==> config.mk <==
export PLATFORM = sky130hd
export DESIGN_NAME = mem_dump_top
export DESIGN_NICKNAME = d
export VERILOG_FILES = /design/src/mem_pkg.sv /design/src/spi_pkg.sv /design/src/data_mem.sv /design/src/finish_monitor.sv /design/src/mem_send_ctrl.sv /design/src/spi_master_w.sv /design/src/mem_dump_top.sv
export VERILOG_INCLUDE_DIRS = /design/src
export SDC_FILE = /design/constraint.sdc
export NUM_CORES = 2
export LEC_CHECK = 0
export ABC_AREA = 1
export BUFFER_PORTS_ARGS = -buffer_cell sky130_fd_sc_hd__buf_2
export CAP_MARGIN = 10
export CELL_PAD_IN_SITES_DETAIL_PLACEMENT = 0
export CELL_PAD_IN_SITES_GLOBAL_PLACEMENT = 1
export CORE_ASPECT_RATIO = 1.25
export CORE_UTILIZATION = 42
export CTS_BUF_LIST = sky130_fd_sc_hd__clkbuf_2 sky130_fd_sc_hd__clkbuf_4 sky130_fd_sc_hd__clkbuf_8
export CTS_CLUSTER_DIAMETER = 200
export DETAILED_ROUTE_END_ITERATION = 8
export PLACE_DENSITY = 0.81
export RECOVER_POWER = 25
export SYNTH_ARGS = -nofsm -noshare
export SYNTH_HDL_FRONTEND = slang
export SYNTH_SLANG_ARGS = --single-unit
==> constraint.sdc <==
create_clock -name clk_1khz -period 19.8 [get_ports clk_1khz]
set_clock_uncertainty 0.2 [all_clocks]
set_input_delay 3.96 -clock clk_1khz [delete_from_list [all_inputs] [get_ports clk_1khz]]
set_output_delay 3.96 -clock clk_1khz [all_outputs]
set_load 0.02 [all_outputs]
==> src/dump_macros.svh <==
`ifndef DUMP_MACROS_SVH
`define DUMP_MACROS_SVH

// data region that gets dumped, both ends included.
`define DATA_START_ADDR 32'h0000_0000
`define DATA_END_ADDR   32'h0000_001C

// pc of the last instruction of the test program.
`define LAST_PC         32'h0000_0680

// cycles to wait after the last pc before test mode.
`define DRAIN_CYCLES    20

`define MEM_WORDS       16

// sck high and low time in clk_1khz cycles.
`define SCK_PULSE_WIDTH 2

`endif

==> src/mem_pkg.sv <==
package mem_pkg;

    // access width of a core request.
    typedef enum logic [1:0] {
        dt_byte = 2'd0,
        dt_half = 2'd1,
        dt_word = 2'd2
    } mem_dt_e;

    typedef enum logic {
        err_none       = 1'b0,
        err_misaligned = 1'b1
    } errno_e;

    // one memory word, seen whole or as byte lanes.
    // b[0] is the lowest addressed byte.
    typedef union packed {
        logic [31:0]     w;
        logic [3:0][7:0] b;
    } mem_word_u;

    // data-memory request from the core.
    typedef struct packed {
        logic [31:0] addr;
        mem_word_u   wd;
        logic        we;
        mem_dt_e     dt;
    } mem_req_t;

endpackage

==> src/spi_pkg.sv <==
package spi_pkg;

    // word handed to the SPI master, en is a level.
    typedef struct packed {
        logic        en;
        logic [31:0] word;
    } send_req_t;

    // pins of the write-only link.
    typedef struct packed {
        logic mosi;
        logic ss;
        logic sck;
    } spi_pins_t;

endpackage

==> src/data_mem.sv <==
`include "dump_macros.svh"

module data_mem
    import mem_pkg::*;
(
    input  logic        clk_1khz,
    input  logic        rst,
    input  mem_req_t    core_req,
    input  logic        tm,
    input  logic [31:0] tm_addr,
    output logic [31:0] core_rd,
    output errno_e      core_err,
    output logic [31:0] tm_rd
);
    localparam int IDX_W = $clog2(`MEM_WORDS);

    mem_word_u        mem [`MEM_WORDS];
    logic [IDX_W-1:0] core_idx;
    logic [IDX_W-1:0] tm_idx;
    mem_word_u        merged;
    logic             misaligned;

    // word index, byte offset dropped.
    assign core_idx = core_req.addr[IDX_W+1:2];
    assign tm_idx   = tm_addr[IDX_W+1:2];

    assign core_rd = mem[core_idx].w;
    assign tm_rd   = mem[tm_idx].w;

    always_comb begin
        case (core_req.dt)
            dt_byte: misaligned = 1'b0;
            dt_half: misaligned = core_req.addr[0];
            default: misaligned = |core_req.addr[1:0];
        endcase
    end

    assign core_err = misaligned ? err_misaligned : err_none;

    // narrow writes land in their lanes, the rest of the word is kept.
    always_comb begin
        merged = mem[core_idx];
        case (core_req.dt)
            dt_byte: begin
                merged.b[core_req.addr[1:0]] = core_req.wd.b[0];
            end
            dt_half: begin
                merged.b[{core_req.addr[1], 1'b0}] = core_req.wd.b[0];
                merged.b[{core_req.addr[1], 1'b1}] = core_req.wd.b[1];
            end
            default: begin
                merged = core_req.wd;
            end
        endcase
    end

    // core port is read-only once test mode is on.
    always_ff @(posedge clk_1khz, posedge rst) begin
        if (rst) begin
            for (int i = 0; i < `MEM_WORDS; i++) begin
                mem[i] <= '0;
            end
        end else if (core_req.we && !misaligned && !tm) begin
            mem[core_idx] <= merged;
        end
    end
endmodule

==> src/finish_monitor.sv <==
`include "dump_macros.svh"

module finish_monitor #(
    parameter int DRAIN_CYCLES = `DRAIN_CYCLES
) (
    input  logic        clk_1khz,
    input  logic        rst,
    input  logic [31:0] pc,
    output logic        finished,
    output logic        drained,
    output logic        tm
);
    localparam int CNT_W = $clog2(DRAIN_CYCLES + 1);

    logic [CNT_W-1:0] drain_cnt;
    logic             drain_done;

    // first hit on the last pc, held until reset.
    always_ff @(posedge clk_1khz, posedge rst) begin
        if (rst) begin
            finished <= 1'b0;
        end else if (pc == `LAST_PC) begin
            finished <= 1'b1;
        end
    end

    // saturating drain count.
    always_ff @(posedge clk_1khz, posedge rst) begin
        if (rst) begin
            drain_cnt <= '0;
        end else if (finished && !drain_done) begin
            drain_cnt <= drain_cnt + 1'b1;
        end
    end

    assign drain_done = drain_cnt == CNT_W'(DRAIN_CYCLES);

    assign drained = drain_done;
    assign tm      = drain_done;
endmodule

==> src/mem_send_ctrl.sv <==
`include "dump_macros.svh"

module mem_send_ctrl
    import spi_pkg::*;
#(
    parameter logic [31:0] START_ADDR = `DATA_START_ADDR,
    parameter logic [31:0] END_ADDR   = `DATA_END_ADDR
) (
    input  logic        clk_1khz,
    input  logic        rst,
    input  logic        tm,
    input  logic [31:0] tm_rd,
    input  logic        busy,
    output logic [31:0] tm_addr,
    output send_req_t   send
);
    typedef enum logic [2:0] {
        st_idle,
        st_send_word,
        st_wait_busy,
        st_wait_word,
        st_finished
    } state_e;

    state_e      state;
    logic [31:0] addr;

    always_ff @(posedge clk_1khz, posedge rst) begin
        if (rst) begin
            state <= st_idle;
            addr  <= START_ADDR;
        end else begin
            case (state)
                st_idle: begin
                    if (tm) begin
                        state <= st_send_word;
                    end
                end
                st_send_word: state <= st_wait_busy;
                // en stays up until the master takes the word.
                st_wait_busy: begin
                    if (busy) begin
                        state <= st_wait_word;
                    end
                end
                st_wait_word: begin
                    if (!busy) begin
                        if (addr == END_ADDR) begin
                            state <= st_finished;
                        end else begin
                            state <= st_send_word;
                            addr  <= addr + 32'd4;
                        end
                    end
                end
                default: state <= state;
            endcase
        end
    end

    assign tm_addr = addr;

    // memory read is combinational, so the word follows the address.
    assign send = '{
        en:   (state == st_send_word) || (state == st_wait_busy),
        word: tm_rd
    };
endmodule

==> src/spi_master_w.sv <==
`include "dump_macros.svh"

module spi_master_w
    import spi_pkg::*;
#(
    parameter int SCK_WIDTH_CLKS = `SCK_PULSE_WIDTH
) (
    input  logic      clk_1khz,
    input  logic      rst,
    input  send_req_t send,
    output logic      busy,
    output spi_pins_t spi
);
    localparam int DIV_W = $clog2(SCK_WIDTH_CLKS + 1);

    logic [DIV_W-1:0] div_cnt;
    logic [4:0]       bit_cnt;
    logic             sck;
    logic [31:0]      shreg;
    logic             accept;
    logic             half_done;

    assign accept    = !busy && send.en;
    assign half_done = div_cnt == DIV_W'(SCK_WIDTH_CLKS - 1);

    always_ff @(posedge clk_1khz, posedge rst) begin
        if (rst) begin
            busy    <= 1'b0;
            sck     <= 1'b0;
            div_cnt <= '0;
            bit_cnt <= '0;
        end else if (accept) begin
            busy    <= 1'b1;
            sck     <= 1'b0;
            div_cnt <= '0;
            bit_cnt <= '0;
        end else if (busy) begin
            if (half_done) begin
                div_cnt <= '0;
                sck     <= ~sck;
                // a falling edge ends one bit.
                if (sck) begin
                    bit_cnt <= bit_cnt + 5'd1;
                    if (bit_cnt == 5'd31) begin
                        busy <= 1'b0;
                    end
                end
            end else begin
                div_cnt <= div_cnt + 1'b1;
            end
        end
    end

    // msb first, next bit moves up on the falling edge.
    always_ff @(posedge clk_1khz) begin
        if (accept) begin
            shreg <= send.word;
        end else if (busy && half_done && sck) begin
            shreg <= {shreg[30:0], 1'b0};
        end
    end

    assign spi = '{
        mosi: busy & shreg[31],
        ss:   ~busy,
        sck:  sck
    };
endmodule

==> src/mem_dump_top.sv <==
module mem_dump_top
    import mem_pkg::*;
    import spi_pkg::*;
(
    input  logic        clk_1khz,
    input  logic        rst,
    input  mem_req_t    core_req,
    input  logic [31:0] pc,
    output logic [31:0] core_rd,
    output errno_e      core_err,
    output logic        finished,
    output logic        drained,
    output spi_pins_t   spi
);
    logic        tm;
    logic [31:0] tm_addr;
    logic [31:0] tm_rd;
    send_req_t   send;
    logic        busy;

    data_mem mem0 (
        .clk_1khz (clk_1khz),
        .rst      (rst),
        .core_req (core_req),
        .tm       (tm),
        .tm_addr  (tm_addr),
        .core_rd  (core_rd),
        .core_err (core_err),
        .tm_rd    (tm_rd)
    );

    finish_monitor fin0 (
        .clk_1khz (clk_1khz),
        .rst      (rst),
        .pc       (pc),
        .finished (finished),
        .drained  (drained),
        .tm       (tm)
    );

    mem_send_ctrl ctrl0 (
        .clk_1khz (clk_1khz),
        .rst      (rst),
        .tm       (tm),
        .tm_rd    (tm_rd),
        .busy     (busy),
        .tm_addr  (tm_addr),
        .send     (send)
    );

    spi_master_w spi0 (
        .clk_1khz (clk_1khz),
        .rst      (rst),
        .send     (send),
        .busy     (busy),
        .spi      (spi)
    );
endmodule

==> results.sh <==
export IMPL_run_status="finished with violations"
export IMPL_violations="capacitance limit, slew limit"
export IMPL_antenna_left=0
export IMPL_instances_no_fill=6508
export IMPL_syn_nets=5538
export IMPL_syn_area_um2=35530
export IMPL_yosysUniqueCellTypes=35
export IMPL_internal_power_w=0.002281
export IMPL_setup_viol=0
export IMPL_maxSlewHeadroom_pct=-419.4
export IMPL_area_delta_synth_final_pct=7.603
export IMPL_start_util_pct=42.67
export IMPL_ys_seq_area_share_pct=42.15
export IMPL_p_comb_share_pct=19.1
export IMPL_chipHeight_um=327.2
export IMPL_fin_setup_tns_ns=0
export IMPL_avgSynthCellArea_um2=6.541
export IMPL_drt_pass1_iterations=6
export IMPL_max_freq_ghz=0.07474
export IMPL_ys_dominant_reg_cell="dfrtp_1"
export IMPL_grt_max_degree=172
export IMPL_clock_path_buffers=3
export IMPL_ys_warnings_count=0
export IMPL_p_switching_w=0.001115
export IMPL_die_area_um2=85770
export IMPL_clk_pin_slew_ns=0.06
export IMPL_cts_setup_buffers=0
export IMPL_ys_ff_latch=592
export IMPL_cp_max_fo=138
export IMPL_portBuffers=112
export IMPL_grt_pass1_wl_um=213800
export IMPL_power_frac_seq_pct=45.8
export IMPL_max_cap_violations=8
export IMPL_cp_required_ns=18.51
export IMPL_synth_area_leaders="dfrtp_1 39%, nand2_1 34%, o21ai_0 4.7%, nor2_1 3.3%, edfxtp_1 2.7%"
export IMPL_post_route_min_period_ns=13.38
export IMPL_htreeDepth=3
export IMPL_async_flop_share_pct=94.59
export IMPL_final_nets=5456
export IMPL_grt_pass1_vias=34170
export IMPL_synth_edff_count=32
export IMPL_synth_top_area_cell="dfrtp_1"
export IMPL_gp_congestion=0.8498
export IMPL_final_cell_mix="3192 x nand2_1, 558 x dfrtp_1, 334 x o21ai_0"
export IMPL_std_cell_rows=118
export IMPL_pin_count=139
export IMPL_cts_num_sinks=592
export IMPL_antenna_found_initial=2
export IMPL_vias_per_cell=5.517
export IMPL_clkPwrFrac_pct=35.1
export IMPL_vdd_drop_max_mv=0.04692
export IMPL_period_share_pct=67.57
export IMPL_core_area_um2=83270
export IMPL_synthCells=5432
export IMPL_grt_ovfl_total=0
export IMPL_hold_viol=0
export IMPL_slew_viol_final=497
export IMPL_worstSetupEndpointType="async pin"
export IMPL_cts_buffers=103
export IMPL_grt_total_usage_pct=33.23
export IMPL_p_leak_nw=21.23
export IMPL_vias=35900
export IMPL_rsz0062_at_grt="no"
export IMPL_synth_top_area_share_pct=39.44
export IMPL_final_common_cell="nand2_1"
export IMPL_clk_insertion_delay_late_ns=0.73
export IMPL_drtIter0Drc=4004
export IMPL_routed_wl_um=142100
export IMPL_tightest_slew_ns=7.790
export IMPL_min_delay_path_class="reg2reg"
export IMPL_worst_setup_path_start_kind="primary input"
export IMPL_postCtsHoldBufs=0
export IMPL_drive_above_1_share_pct=8.551
export IMPL_placedCellCount=6325
export IMPL_route_detailed_drc=0
export IMPL_post_drt_wl_per_cell_um=21.83
export IMPL_power_density_nw_per_um2=88.83
export IMPL_cts_resized=0
export IMPL_dpl_hpwl_um=73900
export IMPL_cts_tree="done"
export IMPL_path_class="in2async"
export IMPL_critPathArrivalTime_ns=12.08
export IMPL_die_x_um=262.1
export IMPL_cts_root_buffer="clkbuf_8"
export IMPL_p_sw_share_pct=32.82
==> sequential cells by signal, indices dropped and copies added, names as in the netlist <==
register	count
mem0.mem	512
fin0.drain_cnt	5
ctrl0.state	3
spi0.busy	1
spi0.sck	1
fin0.finished	1
spi0.shreg	32
spi0.div_cnt	2
spi0.bit_cnt	5
ctrl0.tm_addr	30
==> layout make-up <==
class	instances	area [um^2]
inverters	177	690.7
well taps	1080	1351
clock buffers	170	2058
repair buffers	173	1062
diodes	2	5.005
clock inverters	11	78.83
multi-input cells	4303	18000
fillers	8825	45040
flip-flops and latches	592	14980
==> synth_stat cells (12+ instances only) <==
master / instances
a41oi_1: 32
nor2_2: 34
inv_1: 158
nand3_4: 12
buf_1: 16
nand3_1: 50
nor2_1: 311
buf_2: 121
edfxtp_1: 32
o21ai_0: 334
nor3_1: 18
inv_2: 12
clkbuf_1: 163
o22ai_1: 99
nand3_2: 20
nand2_1: 3200
nand4_1: 13
a21oi_1: 115
buf_6: 57
dfrtp_1: 560
xor2_1: 24
==> layer usage <==
layer  track usage [%]  up-vias  wire, um
li1                  -    16690         -
met1             43.15    16970     56750
met2             51.85     1820     63050
met3             5.571      420     13410
met4             19.54        0      8877
met5                 0        -         0
==> per-stage QoR <==
stage | power [W] | setup slack [ns] | area, um^2 | utilization, % | hold slack [ns]
2_1_floorplan | 0.002029 | 8.016 | 35530 | - | 0.2419
3_3_place_gp | 0.002204 | 8.736 | 36140 | 43.40 | 0.2572
3_5_place_dp | 0.002215 | 8.730 | 36140 | 43.40 | 0.2656
4_1_cts | 0.003408 | 8.749 | 38270 | 45.96 | 0.2803
5_1_grt | 0.003588 | 4.676 | 38230 | 45.91 | 0.2964
6_report | 0.003396 | 6.421 | 38230 | 45.91 | 0.2744
==> power by group through the flow <==
stage | clock network, W | logic [W] | registers, W
after global routing | 0.00127 | 0.000739 | 0.00158
after global placement | 0 | 0.000634 | 0.00157
final | 0.00119 | 0.000648 | 0.00156
after floorplan | 0 | 0.000491 | 0.00154
after CTS | 0.00121 | 0.000648 | 0.00155
after detailed placement | 0 | 0.000644 | 0.00157
==> kinds of logic after synthesis <==
logic type               after synthesis  share of synthesized area [%]
buffers and inverters                537                          7.346
AND/OR/NAND/NOR                     3681                          40.57
AO/OA/AOI/OAI                        585                          8.977
flip-flops                           592                          42.15
adder cells (fa/ha/maj)                5                         0.1761
XOR/XNOR                              32                         0.7888
==> worst max-delay path, stage by stage <==
cell and delay [ns]:
clkbuf_1 0.09, clkinvlp_4 0.06, clkbuf_1 2.16, clkbuf_1 5.40
==> final timing paths <==
check	startpoint	endpoint	slack (ns)	cells after the start
setup / recovery	rst	mem0.mem[160]	6.42	4
hold / removal	ctrl0.tm_addr[31]	ctrl0.tm_addr[31]	0.27	2
setup reg to reg	ctrl0.tm_addr[2]	spi0.shreg[18]	10.42	7
hold reg to reg	ctrl0.tm_addr[31]	ctrl0.tm_addr[31]	0.27	2
max in group clk_1khz	core_req[37]	core_rd[14]	8.63	11
min in group asynchronous	rst	ctrl0.tm_addr[24]	4.23	3
Power figures use the tool's default switching activity.
